--- config.mk ---
export PLATFORM = sky130hd
export DESIGN_NAME = credit_rx_top
export DESIGN_NICKNAME = d
export VERILOG_FILES = /design/src/hdl/credit_rx_pkg.sv /design/src/hdl/lane_if.sv /design/src/hdl/credit_rx_top.sv /design/src/hdl/pop_arbiter.sv /design/src/hdl/credit_lane.sv /design/src/hdl/flow_demux.sv
export SDC_FILE = /design/constraint.sdc
export NUM_CORES = 1
export LEC_CHECK = 0
export ABC_CLOCK_PERIOD_IN_PS = 6000
export BUFFER_PORTS_ARGS = -buffer_cell sky130_fd_sc_hd__buf_2
export CAP_MARGIN = 20
export CORE_UTILIZATION = 55
export CTS_CLUSTER_DIAMETER = 30
export DETAILED_ROUTE_END_ITERATION = 6
export GPL_TIMING_DRIVEN = 0
export PLACE_DENSITY = 0.73
export SLEW_MARGIN = 20
export SYNTH_ARGS = -nofsm -noshare
export SYNTH_HDL_FRONTEND = slang
export SYNTH_SLANG_ARGS = --single-unit
--- constraint.sdc ---
create_clock -name clk -period 6 [get_ports clk]
set_input_delay 0 -clock clk [delete_from_list [all_inputs] [get_ports clk]]
set_output_delay 0 -clock clk [all_outputs]
set_load 0.01 [all_outputs]
--- src/hdl/credit_rx_pkg.sv ---
`default_nettype none

package credit_rx_pkg;

  // ----------------------------------------------------------------------
  // Link sizes
  // ----------------------------------------------------------------------

  // Number of independent flows sharing the push port, one lane per flow.
  localparam int NUM_FLOWS = 4;

  // Width of the flow number carried with every push and pop.
  localparam int FLOW_W = 2;

  // Width of the payload word.
  localparam int DATA_W = 16;

  // Buffer entries per lane.
  // This is also the credit count each lane starts with after reset.
  // The lane buffer uses wrap-bit pointers, so keep this a power of two.
  localparam int LANE_DEPTH = 4;

  // Width of the credit counter and of the withhold amount.
  // It must be able to hold LANE_DEPTH itself.
  localparam int CNT_W = 3;

  // Index width of the lane buffer, without the wrap bit.
  localparam int PTR_W = $clog2(LANE_DEPTH);

  // ----------------------------------------------------------------------
  // Payload
  // ----------------------------------------------------------------------

  // One item carried by the link.
  typedef logic [DATA_W-1:0] payload_t;

endpackage : credit_rx_pkg

`default_nettype wire
--- src/hdl/lane_if.sv ---
`timescale 1ns/10ps
`default_nettype none

// Bundle for one receive lane.
// The demux writes into the lane, the arbiter drains it.
interface lane_if;

  // ----------------------------------------------------------------------
  // Push side, driven by the flow demux
  // ----------------------------------------------------------------------

  // One-cycle strobe, high when an item for this lane is pushed.
  logic                     push_valid;
  // Item that goes with push_valid.
  credit_rx_pkg::payload_t  push_data;

  // ----------------------------------------------------------------------
  // Pop side, shared between the lane and the arbiter
  // ----------------------------------------------------------------------

  // Dequeue strobe from the arbiter.
  // It is only raised while head_valid is high.
  logic                     deq;
  // High while the lane buffer holds at least one entry.
  logic                     head_valid;
  // Oldest entry in the lane buffer, valid with head_valid.
  credit_rx_pkg::payload_t  head_data;

  // The demux only writes the push fields.
  modport demux (
    output push_valid,
    output push_data
  );

  // The lane stores pushes and exposes its oldest entry.
  modport lane (
    input  push_valid,
    input  push_data,
    input  deq,
    output head_valid,
    output head_data
  );

  // The arbiter looks at the head and pulls it out.
  modport arb (
    output deq,
    input  head_valid,
    input  head_data
  );

endinterface : lane_if

`default_nettype wire

--- src/hdl/credit_rx_top.sv ---
`timescale 1ns/10ps
`default_nettype none

module credit_rx_top (
  input  wire logic                                  clk,
  input  wire logic                                  rst_n,

  // Push side, towards the sender.
  input  wire logic                                  push_sender_in_reset,
  output logic                                       push_receiver_in_reset,
  input  wire logic                                  push_credit_stall,
  output logic [credit_rx_pkg::NUM_FLOWS-1:0]        push_credit,
  input  wire logic                                  push_valid,
  input  wire logic [credit_rx_pkg::FLOW_W-1:0]      push_flow,
  input  wire credit_rx_pkg::payload_t               push_data,

  // Credit control and status, same withhold for every lane.
  input  wire logic [credit_rx_pkg::CNT_W-1:0]       credit_withhold,
  output logic [credit_rx_pkg::NUM_FLOWS-1:0][credit_rx_pkg::CNT_W-1:0] credit_count,

  // Pop side, one item per high cycle of pop_valid.
  input  wire logic                                  pop_stall,
  output logic                                       pop_valid,
  output logic [credit_rx_pkg::FLOW_W-1:0]           pop_flow,
  output credit_rx_pkg::payload_t                    pop_data
);

  // ----------------------------------------------------------------------
  // Reset combination
  // ----------------------------------------------------------------------

  // Either side in reset puts every lane in reset.
  // That keeps the credit view of both ends consistent.
  logic lane_rst;

  assign lane_rst = !rst_n || push_sender_in_reset;

  // Tells the sender that this end is in reset.
  assign push_receiver_in_reset = !rst_n;

  // ----------------------------------------------------------------------
  // Lanes
  // ----------------------------------------------------------------------

  lane_if lane_bus [credit_rx_pkg::NUM_FLOWS] ();

  flow_demux u_flow_demux (
    .clk        (clk),
    .rst_n      (rst_n),
    .lane_rst   (lane_rst),
    .push_valid (push_valid),
    .push_flow  (push_flow),
    .push_data  (push_data),
    .lanes      (lane_bus)
  );

  // One credit counter and buffer per flow.
  for (genvar i = 0; i < credit_rx_pkg::NUM_FLOWS; i++) begin : g_lane
    credit_lane u_credit_lane (
      .clk               (clk),
      .lane_rst          (lane_rst),
      .push_credit_stall (push_credit_stall),
      .credit_withhold   (credit_withhold),
      .lane              (lane_bus[i]),
      .push_credit       (push_credit[i]),
      .credit_count      (credit_count[i])
    );
  end

  // Drains the lanes onto the registered pop strobe.
  pop_arbiter u_pop_arbiter (
    .clk       (clk),
    .lane_rst  (lane_rst),
    .pop_stall (pop_stall),
    .lanes     (lane_bus),
    .pop_valid (pop_valid),
    .pop_flow  (pop_flow),
    .pop_data  (pop_data)
  );

endmodule : credit_rx_top

`default_nettype wire

--- src/hdl/pop_arbiter.sv ---
`timescale 1ns/10ps
`default_nettype none

module pop_arbiter (
  input  wire logic                          clk,
  input  wire logic                          lane_rst,
  input  wire logic                          pop_stall,
  lane_if.arb                                lanes [credit_rx_pkg::NUM_FLOWS],
  output logic                               pop_valid,
  output logic [credit_rx_pkg::FLOW_W-1:0]   pop_flow,
  output credit_rx_pkg::payload_t            pop_data
);

  // ----------------------------------------------------------------------
  // Lane view
  // ----------------------------------------------------------------------

  // Flat copies of the lane heads, so the pick can index them freely.
  logic [credit_rx_pkg::NUM_FLOWS-1:0] head_valid;
  credit_rx_pkg::payload_t             head_data [credit_rx_pkg::NUM_FLOWS];

  // Lane granted most recently; the search starts just after it.
  logic [credit_rx_pkg::FLOW_W-1:0]    last_q;
  // Lane picked this cycle and whether any lane was picked at all.
  logic [credit_rx_pkg::FLOW_W-1:0]    grant_idx;
  logic                                grant_found;
  logic                                grant_valid;

  for (genvar i = 0; i < credit_rx_pkg::NUM_FLOWS; i++) begin : g_lane
    assign head_valid[i] = lanes[i].head_valid;
    assign head_data[i]  = lanes[i].head_data;
    // Dequeue is a single pulse to the granted lane only.
    assign lanes[i].deq  = grant_valid && (grant_idx == credit_rx_pkg::FLOW_W'(i));
  end

  // ----------------------------------------------------------------------
  // Round-robin pick
  // ----------------------------------------------------------------------

  // Walk the lanes in order, starting one past the last grant.
  always_comb begin
    logic [credit_rx_pkg::FLOW_W-1:0] cand;
    cand        = '0;
    grant_idx   = last_q;
    grant_found = 1'b0;
    for (int k = 1; k <= credit_rx_pkg::NUM_FLOWS; k++) begin
      cand = credit_rx_pkg::FLOW_W'((int'(last_q) + k) % credit_rx_pkg::NUM_FLOWS);
      if (!grant_found && head_valid[cand]) begin
        grant_found = 1'b1;
        grant_idx   = cand;
      end
    end
  end

  // Stall and reset both keep every lane untouched this cycle.
  assign grant_valid = grant_found && !pop_stall && !lane_rst;

  // The pointer only moves on a grant.
  // After reset it sits on the last lane, so lane 0 is tried first.
  always_ff @(posedge clk) begin
    if (lane_rst) begin
      pop_valid <= 1'b0;
      last_q    <= credit_rx_pkg::FLOW_W'(credit_rx_pkg::NUM_FLOWS - 1);
    end else begin
      pop_valid <= grant_valid;
      if (grant_valid) begin
        last_q <= grant_idx;
      end
    end
  end

  // Output payload, loaded with the granted head.
  always_ff @(posedge clk) begin
    if (grant_valid) begin
      pop_flow <= grant_idx;
      pop_data <= head_data[grant_idx];
    end
  end

endmodule : pop_arbiter

`default_nettype wire

--- src/hdl/credit_lane.sv ---
`timescale 1ns/10ps
`default_nettype none

module credit_lane (
  input  wire logic                          clk,
  input  wire logic                          lane_rst,
  input  wire logic                          push_credit_stall,
  input  wire logic [credit_rx_pkg::CNT_W-1:0] credit_withhold,
  lane_if.lane                               lane,
  output logic                               push_credit,
  output logic [credit_rx_pkg::CNT_W-1:0]    credit_count
);

  // ----------------------------------------------------------------------
  // Lane buffer
  // ----------------------------------------------------------------------

  // Storage for the items of this flow.
  credit_rx_pkg::payload_t mem [credit_rx_pkg::LANE_DEPTH];

  // Read and write pointers carry one extra wrap bit.
  // Equal pointers mean empty, which is all the lane ever needs to know,
  // because the sender never pushes without a credit.
  logic [credit_rx_pkg::PTR_W:0] wr_ptr_q;
  logic [credit_rx_pkg::PTR_W:0] rd_ptr_q;

  // Pointer bookkeeping.
  // Reset empties the buffer; the entries themselves are left as they are.
  always_ff @(posedge clk) begin
    if (lane_rst) begin
      wr_ptr_q <= '0;
      rd_ptr_q <= '0;
    end else begin
      if (lane.push_valid) begin
        wr_ptr_q <= wr_ptr_q + 1'b1;
      end
      if (lane.deq) begin
        rd_ptr_q <= rd_ptr_q + 1'b1;
      end
    end
  end

  // Write the pushed item at the current write slot.
  always_ff @(posedge clk) begin
    if (lane.push_valid) begin
      mem[wr_ptr_q[credit_rx_pkg::PTR_W-1:0]] <= lane.push_data;
    end
  end

  // The head entry is offered as soon as it has been written.
  assign lane.head_valid = (wr_ptr_q != rd_ptr_q);
  assign lane.head_data  = mem[rd_ptr_q[credit_rx_pkg::PTR_W-1:0]];

  // ----------------------------------------------------------------------
  // Credit counter
  // ----------------------------------------------------------------------

  // Credits still held by the receiver for this flow.
  // Count plus credits with the sender plus buffered items always add up
  // to LANE_DEPTH.
  logic [credit_rx_pkg::CNT_W-1:0] count_q;

  // Count plus this cycle's dequeue, one bit wider so it cannot wrap.
  logic [credit_rx_pkg::CNT_W:0]   credit_sum;
  // Credit that may be released now, after withhold, never below zero.
  logic [credit_rx_pkg::CNT_W:0]   credit_avail;
  // One credit goes out this cycle.
  logic                            credit_grant;
  // Counter value for the next cycle.
  logic [credit_rx_pkg::CNT_W-1:0] count_next;

  // A slot freed in this cycle counts right away.
  // That lets a credit go back out in the same cycle its entry leaves.
  assign credit_sum = {1'b0, count_q} + {{credit_rx_pkg::CNT_W{1'b0}}, lane.deq};

  // Withhold is taken off the top of what the lane holds.
  always_comb begin
    if (credit_sum > {1'b0, credit_withhold}) begin
      credit_avail = credit_sum - {1'b0, credit_withhold};
    end else begin
      credit_avail = '0;
    end
  end

  // At most one credit per cycle.
  // The sender's stall and either reset hold it back.
  assign credit_grant = (credit_avail != '0) && !push_credit_stall && !lane_rst;

  assign count_next = count_q
                    + {{(credit_rx_pkg::CNT_W-1){1'b0}}, lane.deq}
                    - {{(credit_rx_pkg::CNT_W-1){1'b0}}, credit_grant};

  // Reset reloads the full credit budget, since the buffer is emptied at
  // the same time.
  always_ff @(posedge clk) begin
    if (lane_rst) begin
      count_q <= credit_rx_pkg::CNT_W'(credit_rx_pkg::LANE_DEPTH);
    end else begin
      count_q <= count_next;
    end
  end

  assign push_credit = credit_grant;

  // Reported before this cycle's grant and dequeue are applied.
  assign credit_count = count_q;

endmodule : credit_lane

`default_nettype wire

--- src/hdl/flow_demux.sv ---
`timescale 1ns/10ps
`default_nettype none

module flow_demux (
  input  wire logic                           clk,
  input  wire logic                           rst_n,
  input  wire logic                           lane_rst,
  input  wire logic                           push_valid,
  input  wire logic [credit_rx_pkg::FLOW_W-1:0] push_flow,
  input  wire credit_rx_pkg::payload_t        push_data,
  lane_if.demux                               lanes [credit_rx_pkg::NUM_FLOWS]
);

  // ----------------------------------------------------------------------
  // Push gating
  // ----------------------------------------------------------------------

  // Remembers that the lanes were in reset during the previous cycle.
  // Credits come out combinationally, so a sender cannot push against a
  // credit of the new epoch before the second cycle out of reset.
  // Anything that arrives in the first cycle is left over from before
  // the reset and is dropped along with the pushes made in reset.
  logic rst_hold_q;

  // Push strobe after all reset gating.
  logic push_ok;

  always_ff @(posedge clk) begin
    if (!rst_n) begin
      rst_hold_q <= 1'b1;
    end else begin
      rst_hold_q <= lane_rst;
    end
  end

  assign push_ok = push_valid && !lane_rst && !rst_hold_q;

  // ----------------------------------------------------------------------
  // Flow decode
  // ----------------------------------------------------------------------

  // Each lane sees the shared data bus, but only the lane named by the
  // flow number gets the strobe, so the decode is one-hot.
  for (genvar i = 0; i < credit_rx_pkg::NUM_FLOWS; i++) begin : g_steer
    assign lanes[i].push_valid = push_ok &&
                                 (push_flow == credit_rx_pkg::FLOW_W'(i));
    assign lanes[i].push_data  = push_data;
  end

endmodule : flow_demux

`default_nettype wire

Yosys cells after proc, flatten, opt, wreduce, memory -nomap -nowiden
Memory sizes are Yosys's and may differ from the RTL's. A register that Yosys moved wholly into a read port is not among the register bits.
Cells that the tools add are included.
{"block": "word_totals", "register_bits": 58, "mem_bits_rw": 256, "input_bits": 27, "output_inout_bits": 36, "elab_cells": 146, "mem_count": 4}
{"block": "op_classes", "add_sub_neg": 28, "n_lt_le_gt_ge": 9, "eq_ne": 10, "n_mux": 39, "n_bitwise": 1, "n_reduce_logical": 38}
{"name": "g_lane[0].u_credit_lane.mem", "depth": 4, "width": 16, "read_ports": 1, "rd_clocked_by_memory_dff": 1, "write_ports": 1, "line_no": "credit_lane.sv:19", "rtl": "credit_rx_pkg::payload_t mem [credit_rx_pkg::LANE_DEPTH];"}
{"name": "g_lane[1].u_credit_lane.mem", "depth": 4, "width": 16, "read_ports": 1, "rd_clocked_by_memory_dff": 1, "write_ports": 1, "line_no": "credit_lane.sv:19"}
{"name": "g_lane[2].u_credit_lane.mem", "depth": 4, "width": 16, "read_ports": 1, "rd_clocked_by_memory_dff": 1, "write_ports": 1, "line_no": "credit_lane.sv:19"}
{"name": "g_lane[3].u_credit_lane.mem", "depth": 4, "width": 16, "read_ports": 1, "rd_clocked_by_memory_dff": 1, "write_ports": 1, "line_no": "credit_lane.sv:19"}
{"operator": "binary-select mux 16 bit (select 2 bit)", "count": 1}
{"operator": "2-to-1 mux 16 bit", "count": 2}
{"operator": "adder 3 x 1 -> 3 bit (second input constant)", "count": 8}
{"operator": "2-to-1 mux 2 bit", "count": 12}
{"operator": "logical AND 1 bit", "count": 23}
{"operator": "adder 3 x 1 -> 4 bit", "count": 4}
{"operator": "> comparator 4 x 3 -> 1 bit", "count": 4}
{"operator": "2-to-1 mux 1 bit", "count": 16}
{"operator": "2-to-1 mux 4 bit", "count": 4}
{"operator": "nonzero test 4 bit", "count": 4}
{"operator": "subtractor 4 x 3 -> 4 bit", "count": 4}
{"operator": "adder 3 x 1 -> 3 bit", "count": 4}
{"operator": "less-than comparator 2 x 3 -> 1 bit (second input constant)", "count": 4}
{"operator": "inequality test 3 bit", "count": 4}
{"operator": "subtractor 3 x 1 -> 3 bit", "count": 4}
{"operator": "binary-select mux 1 bit (select 2 bit)", "count": 4}
{"operator": "== test 2 bit (second input constant)", "count": 4}
{"operator": "logical NOT 1 bit", "count": 8}
{"operator": "adder 2 x 1 -> 2 bit (second input constant)", "count": 2}
{"operator": "adder 2 bit (second input constant)", "count": 2}
{"operator": "== test 2 x 1 -> 1 bit (second input constant)", "count": 2}
{"operator": "logical NOT 2 bit", "count": 2}
{"operator": "greater-or-equal comparator 3 bit (second input constant)", "count": 1}
{"operator": "inverter 2 -> 3 bit", "count": 1}
{"operator": "logical OR 1 bit", "count": 1}

Logic depth before layout (Yosys ltp)
{"block": "logic_depth", "word_depth": 23, "ltp_mapped": 24, "ltp_nobuf": 24}

Hierarchy
A second synthesis with hierarchy kept.
{"block": "unflattened", "cells_unflattened": 919, "hier_area_um2": 14695.3}
{"module": "credit_lane", "instances": 4, "cells_each": 164, "area_per_inst_um2": 3098.0, "seq_area_each_um2": 2142.1}
{"module": "pop_arbiter", "instances": 1, "cells_each": 190, "area_per_inst_um2": 1736.7, "seq_area_each_um2": 600.6}
{"module": "flow_demux", "instances": 1, "cells_each": 71, "area_per_inst_um2": 556.8, "seq_area_each_um2": 20.0}
{"module": "credit_rx_top", "instances": 1, "cells_each": 2, "area_per_inst_um2": 10.0, "seq_area_each_um2": 0.0}

Worst setup path after synthesis
Ideal clock, no wire load.
{"block": "synth_timing", "kind": "flip-flop to flip-flop", "startpoint": "register g_lane[3].u_credit_lane.wr_ptr_q[0] in the netlist's numbering", "endpoint": "register g_lane[2].u_credit_lane.count_q (netlist bit g_lane[2].u_credit_lane.credit_count[2])", "setup_ns": 0.126, "arrival_ns": 4.920, "t_required_ns": 5.874, "path_slack_ns": 0.954, "path_stages_with_launch": 23, "n_path_buf": 0, "period_less_slack_ns": 5.046, "path_cell_list": "dfxtp_1 -> xor2_1 -> or3_4 -> o41a_1 -> nor3b_4 -> nand2_1 -> inv_1 -> ha_1 -> ha_1 -> inv_1 -> fa_1 -> xor2_1 -> and3_1 -> o21ai_0 -> a22oi_1 -> nor4_1 -> ha_1 -> inv_1 -> ha_1 -> inv_1 -> fa_1 -> xnor2_1 -> nand2_1"}
{"block": "synth_via", "elab_chain_cells": 23, "word_cells_on_any_way": 36, "cone_classes": "add/sub (4); order compare (1); eq/ne (2); mux (17); reduce/logical (12)"}
{"item": "start: declaration", "line_no": "credit_lane.sv:24", "rtl": "logic [credit_rx_pkg::PTR_W:0] wr_ptr_q;"}
{"item": "start signal: assignment", "line_no": "credit_lane.sv:35", "rtl": "wr_ptr_q <= wr_ptr_q + 1'b1;"}
{"item": "inequality test 3 bit (*)", "line_no": "credit_lane.sv:51", "rtl": "assign lane.head_valid = (wr_ptr_q != rd_ptr_q);"}
{"item": "binary-select mux 1 bit (select 2 bit)", "line_no": "pop_arbiter.sv:48", "rtl": "if (!grant_found && head_valid[cand]) begin"}
{"item": "2-to-1 mux 1 bit (implied by the code)", "line_no": "pop_arbiter.sv:48"}
{"item": "2-to-1 mux 1 bit", "line_no": "pop_arbiter.sv:48"}
{"item": "logical NOT 1 bit", "line_no": "pop_arbiter.sv:48"}
{"item": "logical AND 1 bit", "line_no": "pop_arbiter.sv:48"}
{"item": "2-to-1 mux 1 bit", "line_no": "pop_arbiter.sv:48"}
{"item": "logical NOT 1 bit", "line_no": "pop_arbiter.sv:48"}
{"item": "(+7 left out)"}
{"item": "named net u_pop_arbiter.grant_valid", "line_no": "pop_arbiter.sv:27", "rtl": "logic grant_valid;"}
{"item": "logical AND 1 bit (*)", "line_no": "pop_arbiter.sv:33", "rtl": "assign lanes[i].deq = grant_valid && (grant_idx == credit_rx_pkg::FLOW_W'(i));"}
{"item": "adder 3 x 1 -> 4 bit (*)", "line_no": "credit_lane.sv:74", "rtl": "assign credit_sum = {1'b0, count_q} + {{credit_rx_pkg::CNT_W{1'b0}}, lane.deq};"}
{"item": "subtractor 4 x 3 -> 4 bit or > comparator 4 x 3 -> 1 bit (tied branches)", "line_no": "credit_lane.sv:79, credit_lane.sv:78"}
{"item": "2-to-1 mux 4 bit (*)", "line_no": "credit_lane.sv:78", "rtl": "if (credit_sum > {1'b0, credit_withhold}) begin"}
{"item": "nonzero test 4 bit (*)", "line_no": "credit_lane.sv:87", "rtl": "assign credit_grant = (credit_avail != '0) && !push_credit_stall && !lane_rst;"}
{"item": "logical AND 1 bit (*) (2 in a row)", "line_no": "credit_lane.sv:87"}
{"item": "named net g_lane[2].u_credit_lane.push_credit", "line_no": "credit_lane.sv:10", "rtl": "output logic push_credit,"}
{"item": "subtractor 3 x 1 -> 3 bit (*)", "line_no": "credit_lane.sv:91", "rtl": "- {{(credit_rx_pkg::CNT_W-1){1'b0}}, credit_grant};"}
{"item": "end signal: assignment", "line_no": "credit_lane.sv:97", "rtl": "count_q <= credit_rx_pkg::CNT_W'(credit_rx_pkg::LANE_DEPTH);"}
{"item": "end signal: assignment", "line_no": "credit_lane.sv:99", "rtl": "count_q <= count_next;"}
{"item": "end: declaration", "line_no": "credit_lane.sv:61", "rtl": "logic [credit_rx_pkg::CNT_W-1:0] count_q;"}
Mark *: on every way through the listed nets, which the timed path passes. The rest lies on a longest branch. The select of a mux whose other input is x is not followed.
A chain may end at the register's enable or synchronous reset.

Worst setup path after layout
Ends and elaborated chain as after synthesis.

==> impl_metrics.toml <==
[outcome]
outcome = "complete, no violations"

[cells_and_area]
drive_above_1_share = 0.272
diodes = 0
post-route-util = 0.681
syn_to_final_growth_pct = 22.1
fin_area_um2 = 16500
final_nets = 991
stdcell_count = 1275

[worst_setup_path]
critical_path.max_stage_delay_ns = 0.78
critical_path.startpoint = "g_lane[3].u_credit_lane.wr_ptr_q[0]"
crit_required_ns = 6.41
cp_slowest_cell = "o41a_2"
rr_startpoint = "g_lane[3].u_credit_lane.wr_ptr_q[0]"
critPathKind = "reg -> reg"
worstSetupStartpointType = "register"
worstSetupEndpointType = "register"
crit_path_cell_trace = "xor2_1, or3_4, o41a_2, nor3b_4, nand2_1, inv_1, ha_1, ha_1, inv_1, fa_1, xor2_1, and3_1, o21ai_0, a22oi_1, nor4_1, ha_1, inv_1, ha_1, inv_1, fa_1, xnor2_1, nand2_1"
crit_arrival_ns = 6.03
critPathMaxFanout = 23

[global_routing]
globalRouteOverflowTotal = 0
grt_usage = 0.243
grt_pass1_vias = 7914
antenna_found_initial = 0
grt_pass1_wl_um = 45600
grt_max_degree = 24

[cts]
clock_sinks = 322
cts_tree = "yes"
clockBufferDepth = 3
cts_resized = 0
clock_latency_ns = 0.57
cts_inserted_buffers = 55
cts.clk_slew.worst_paths_ns = 0.05
cts-root-buf = "clkbuf_16"
ctsHtreeMaxLevel = 2

[placement]
placed_cells = 1147
place_area_um2 = 14300
gp_congestion = 0.828
port_buffers = 62
dp_hpwl_um = 17800
dp_slack_ns = 0.392

[sta]
fmax_mhz = 178
rsz0062_at_grt = "false"
whs_ns = 0.00879
hold_viol = 0
setup_tns_ns = 0
slew_violations = 0
finClkSkew_ns = 0.0247
worst_pin_slew_ns = 1.06
finalSetupViolCount = 0
slew_headroom = 0.291
fin_crit_ns = 5.62
setup_slack_ns = 0.378
fin_crit_sh = 0.937

[yosys]
synth.area.top_cells = "edfxtp_1 61%, mux4_2 11%, dfxtp_1 7.1%"
synth_warnings = 0
syn_area_um2 = 13500
ys_ff_latch = 322
syn-num-nets = 845
yosysUniqueCellTypes = 50
avgSynthCellArea_um2 = 17.8
yosysTopAreaCellShare = 0.608
synth_seq_area_share = 0.679
postSynthCellCount = 758
yosysTopAreaCell = "edfxtp_1"

[drt]
vias = 7239
wl_per_cell_um = 22.9
drc = 0
vias_per_cell = 5.68
first_pass_iters = 5
drt_iter0_drc = 483
ant_nets = 0
drt_wl_total_um = 29200

[job]
cap_viol_max_count = 0

[die]
initial_core_util = 0.558
die-area_um2 = 25200
core_um2 = 24200
io_pins = 63
die-height_um = 159
die_width_um = 159
rows = 57

[power]
pwr_density_cell_nw_per_um2 = 351
power_mw = 5.80
leakagePower_nw = 6.05
max-vdd-ir-drop_mv = 0.255

[hold_path]
hp-class = "in -> reg"
hp-start = "rst_n"
## worst paths after layout
check / end / slack [ns] / cells after the start
worst max-delay path: g_lane[2].u_credit_lane.credit_count[2] / 0.38 / 22
worst min-delay path: u_pop_arbiter.last_q[1] / 0.009 / 5
worst max register to register: g_lane[2].u_credit_lane.credit_count[2] / 0.38 / 22
worst min register to register: g_lane[1].u_credit_lane.rd_ptr_q[2] / 0.49 / 2
## placed cells by master, fill, tap and decap left out, drive strengths merged, types with 2 or more instances in the layout
cell and instances:
a21oi 6, a22oi 4, a31o 3, a31oi 4, and2 19, and3 6, buf 82, bufinv 9
clkbuf 77, clkinv 16, clkinvlp 7, dfxtp 48, dlygate4sd3 23, edfxtp 274, fa 8, ha 52
inv 59, mux2i 64, mux4 64, nand2 15, nand3 9, nor2 25, nor2b 4, nor3 9
nor3b 3, nor4 5, o21a 4, o21ai 6, o41a 2, or3 2, xnor2 16, xor2 16
## repair_timing
| item | 4_1_cts | 5_1_grt |
|---|---|---|
| hold buffers | 23 | 0 |
| setup buffers | 0 | 0 |
| hold endpoints to repair | 264 | 0 |
## cell type report
class | count | area, µm²
multi-input combinational | 356 | 4020
clock buffer | 62 | 1440
timing repair buffer | 89 | 601
clock inverter | 42 | 519
tap | 324 | 405
fill | 1591 | 7730
buffer | 31 | 156
inverter | 49 | 184
sequential | 322 | 9190
## critical path, delay by kind of cell (launching register included)
family | cells | cell delay [ns]
AND/OR/NAND/NOR | 6 | 1.63
flip-flops | 1 | 0.35
adder cells (fa/ha/maj) | 6 | 1.78
AO/OA/AOI/OAI | 3 | 0.94
buffers and inverters | 4 | 0.25
XOR/XNOR | 3 | 0.52
## registers in the layout, indices dropped and copies added (netlist names), named ones only
register / count
g_lane.u_credit_lane.mem: 256
u_pop_arbiter.pop_data: 16
g_lane.u_credit_lane.credit_count: 12
g_lane.u_credit_lane.rd_ptr_q: 12
g_lane.u_credit_lane.wr_ptr_q: 12
u_pop_arbiter.last_q: 2
u_pop_arbiter.pop_flow: 2
u_flow_demux.rst_hold_q: 1
u_pop_arbiter.pop_valid: 1
## cell families (layout without fill, tap and decap cells)
family                     count (synthesis)  count (layout)  synth area share
DFF                                      322             322             0.679
muxes                                    128             128             0.154
AOI/OAI and AO/OA                         36              36            0.0205
xor gates and xnor gates                  32              32            0.0207
and+or+nand+nor                          100             100            0.0406
adders and majority gates                 60              60            0.0599
buffers and inverters                     80             273            0.0250
## layer usage
metal	part of all wire	wire [µm]	GRT usage
met5	0	0	0
met4	0.028	821	0.0962
met3	0.046	1350	0.0374
met2	0.51	14900	0.411
met1	0.42	12100	0.317
## synth_stat cells (all sizes together)
cell and number:
a21oi 6, mux4 64, o21ai 6, o41ai 1, nor4 5, nand2 15, inv 49, and3 6
o21a 4, nor4bb 1, nand4 1, a22oi 4, and2 19, nand3 9, nor3 9, xnor2 16
o311a 1, fa 8, o311ai 1, nor2 25, o41a 2, clkbuf 14, ha 52, a31oi 4
buf 17, o31a 1, a31o 3, mux2i 64, edfxtp 274, xor2 16, and3b 1, dfxtp 48
o31ai 1, or3 2, a2111oi 1, a311oi 1, nor3b 3, nor2b 4
## report_power, final
group          total [mW]  internal (mW)  switching [mW]
Sequential           2.43           2.43         0.00262
Clock                3.25           2.14            1.11
Combinational       0.116         0.0444          0.0716
No activity file was read; power rests on OpenSTA's default activity.
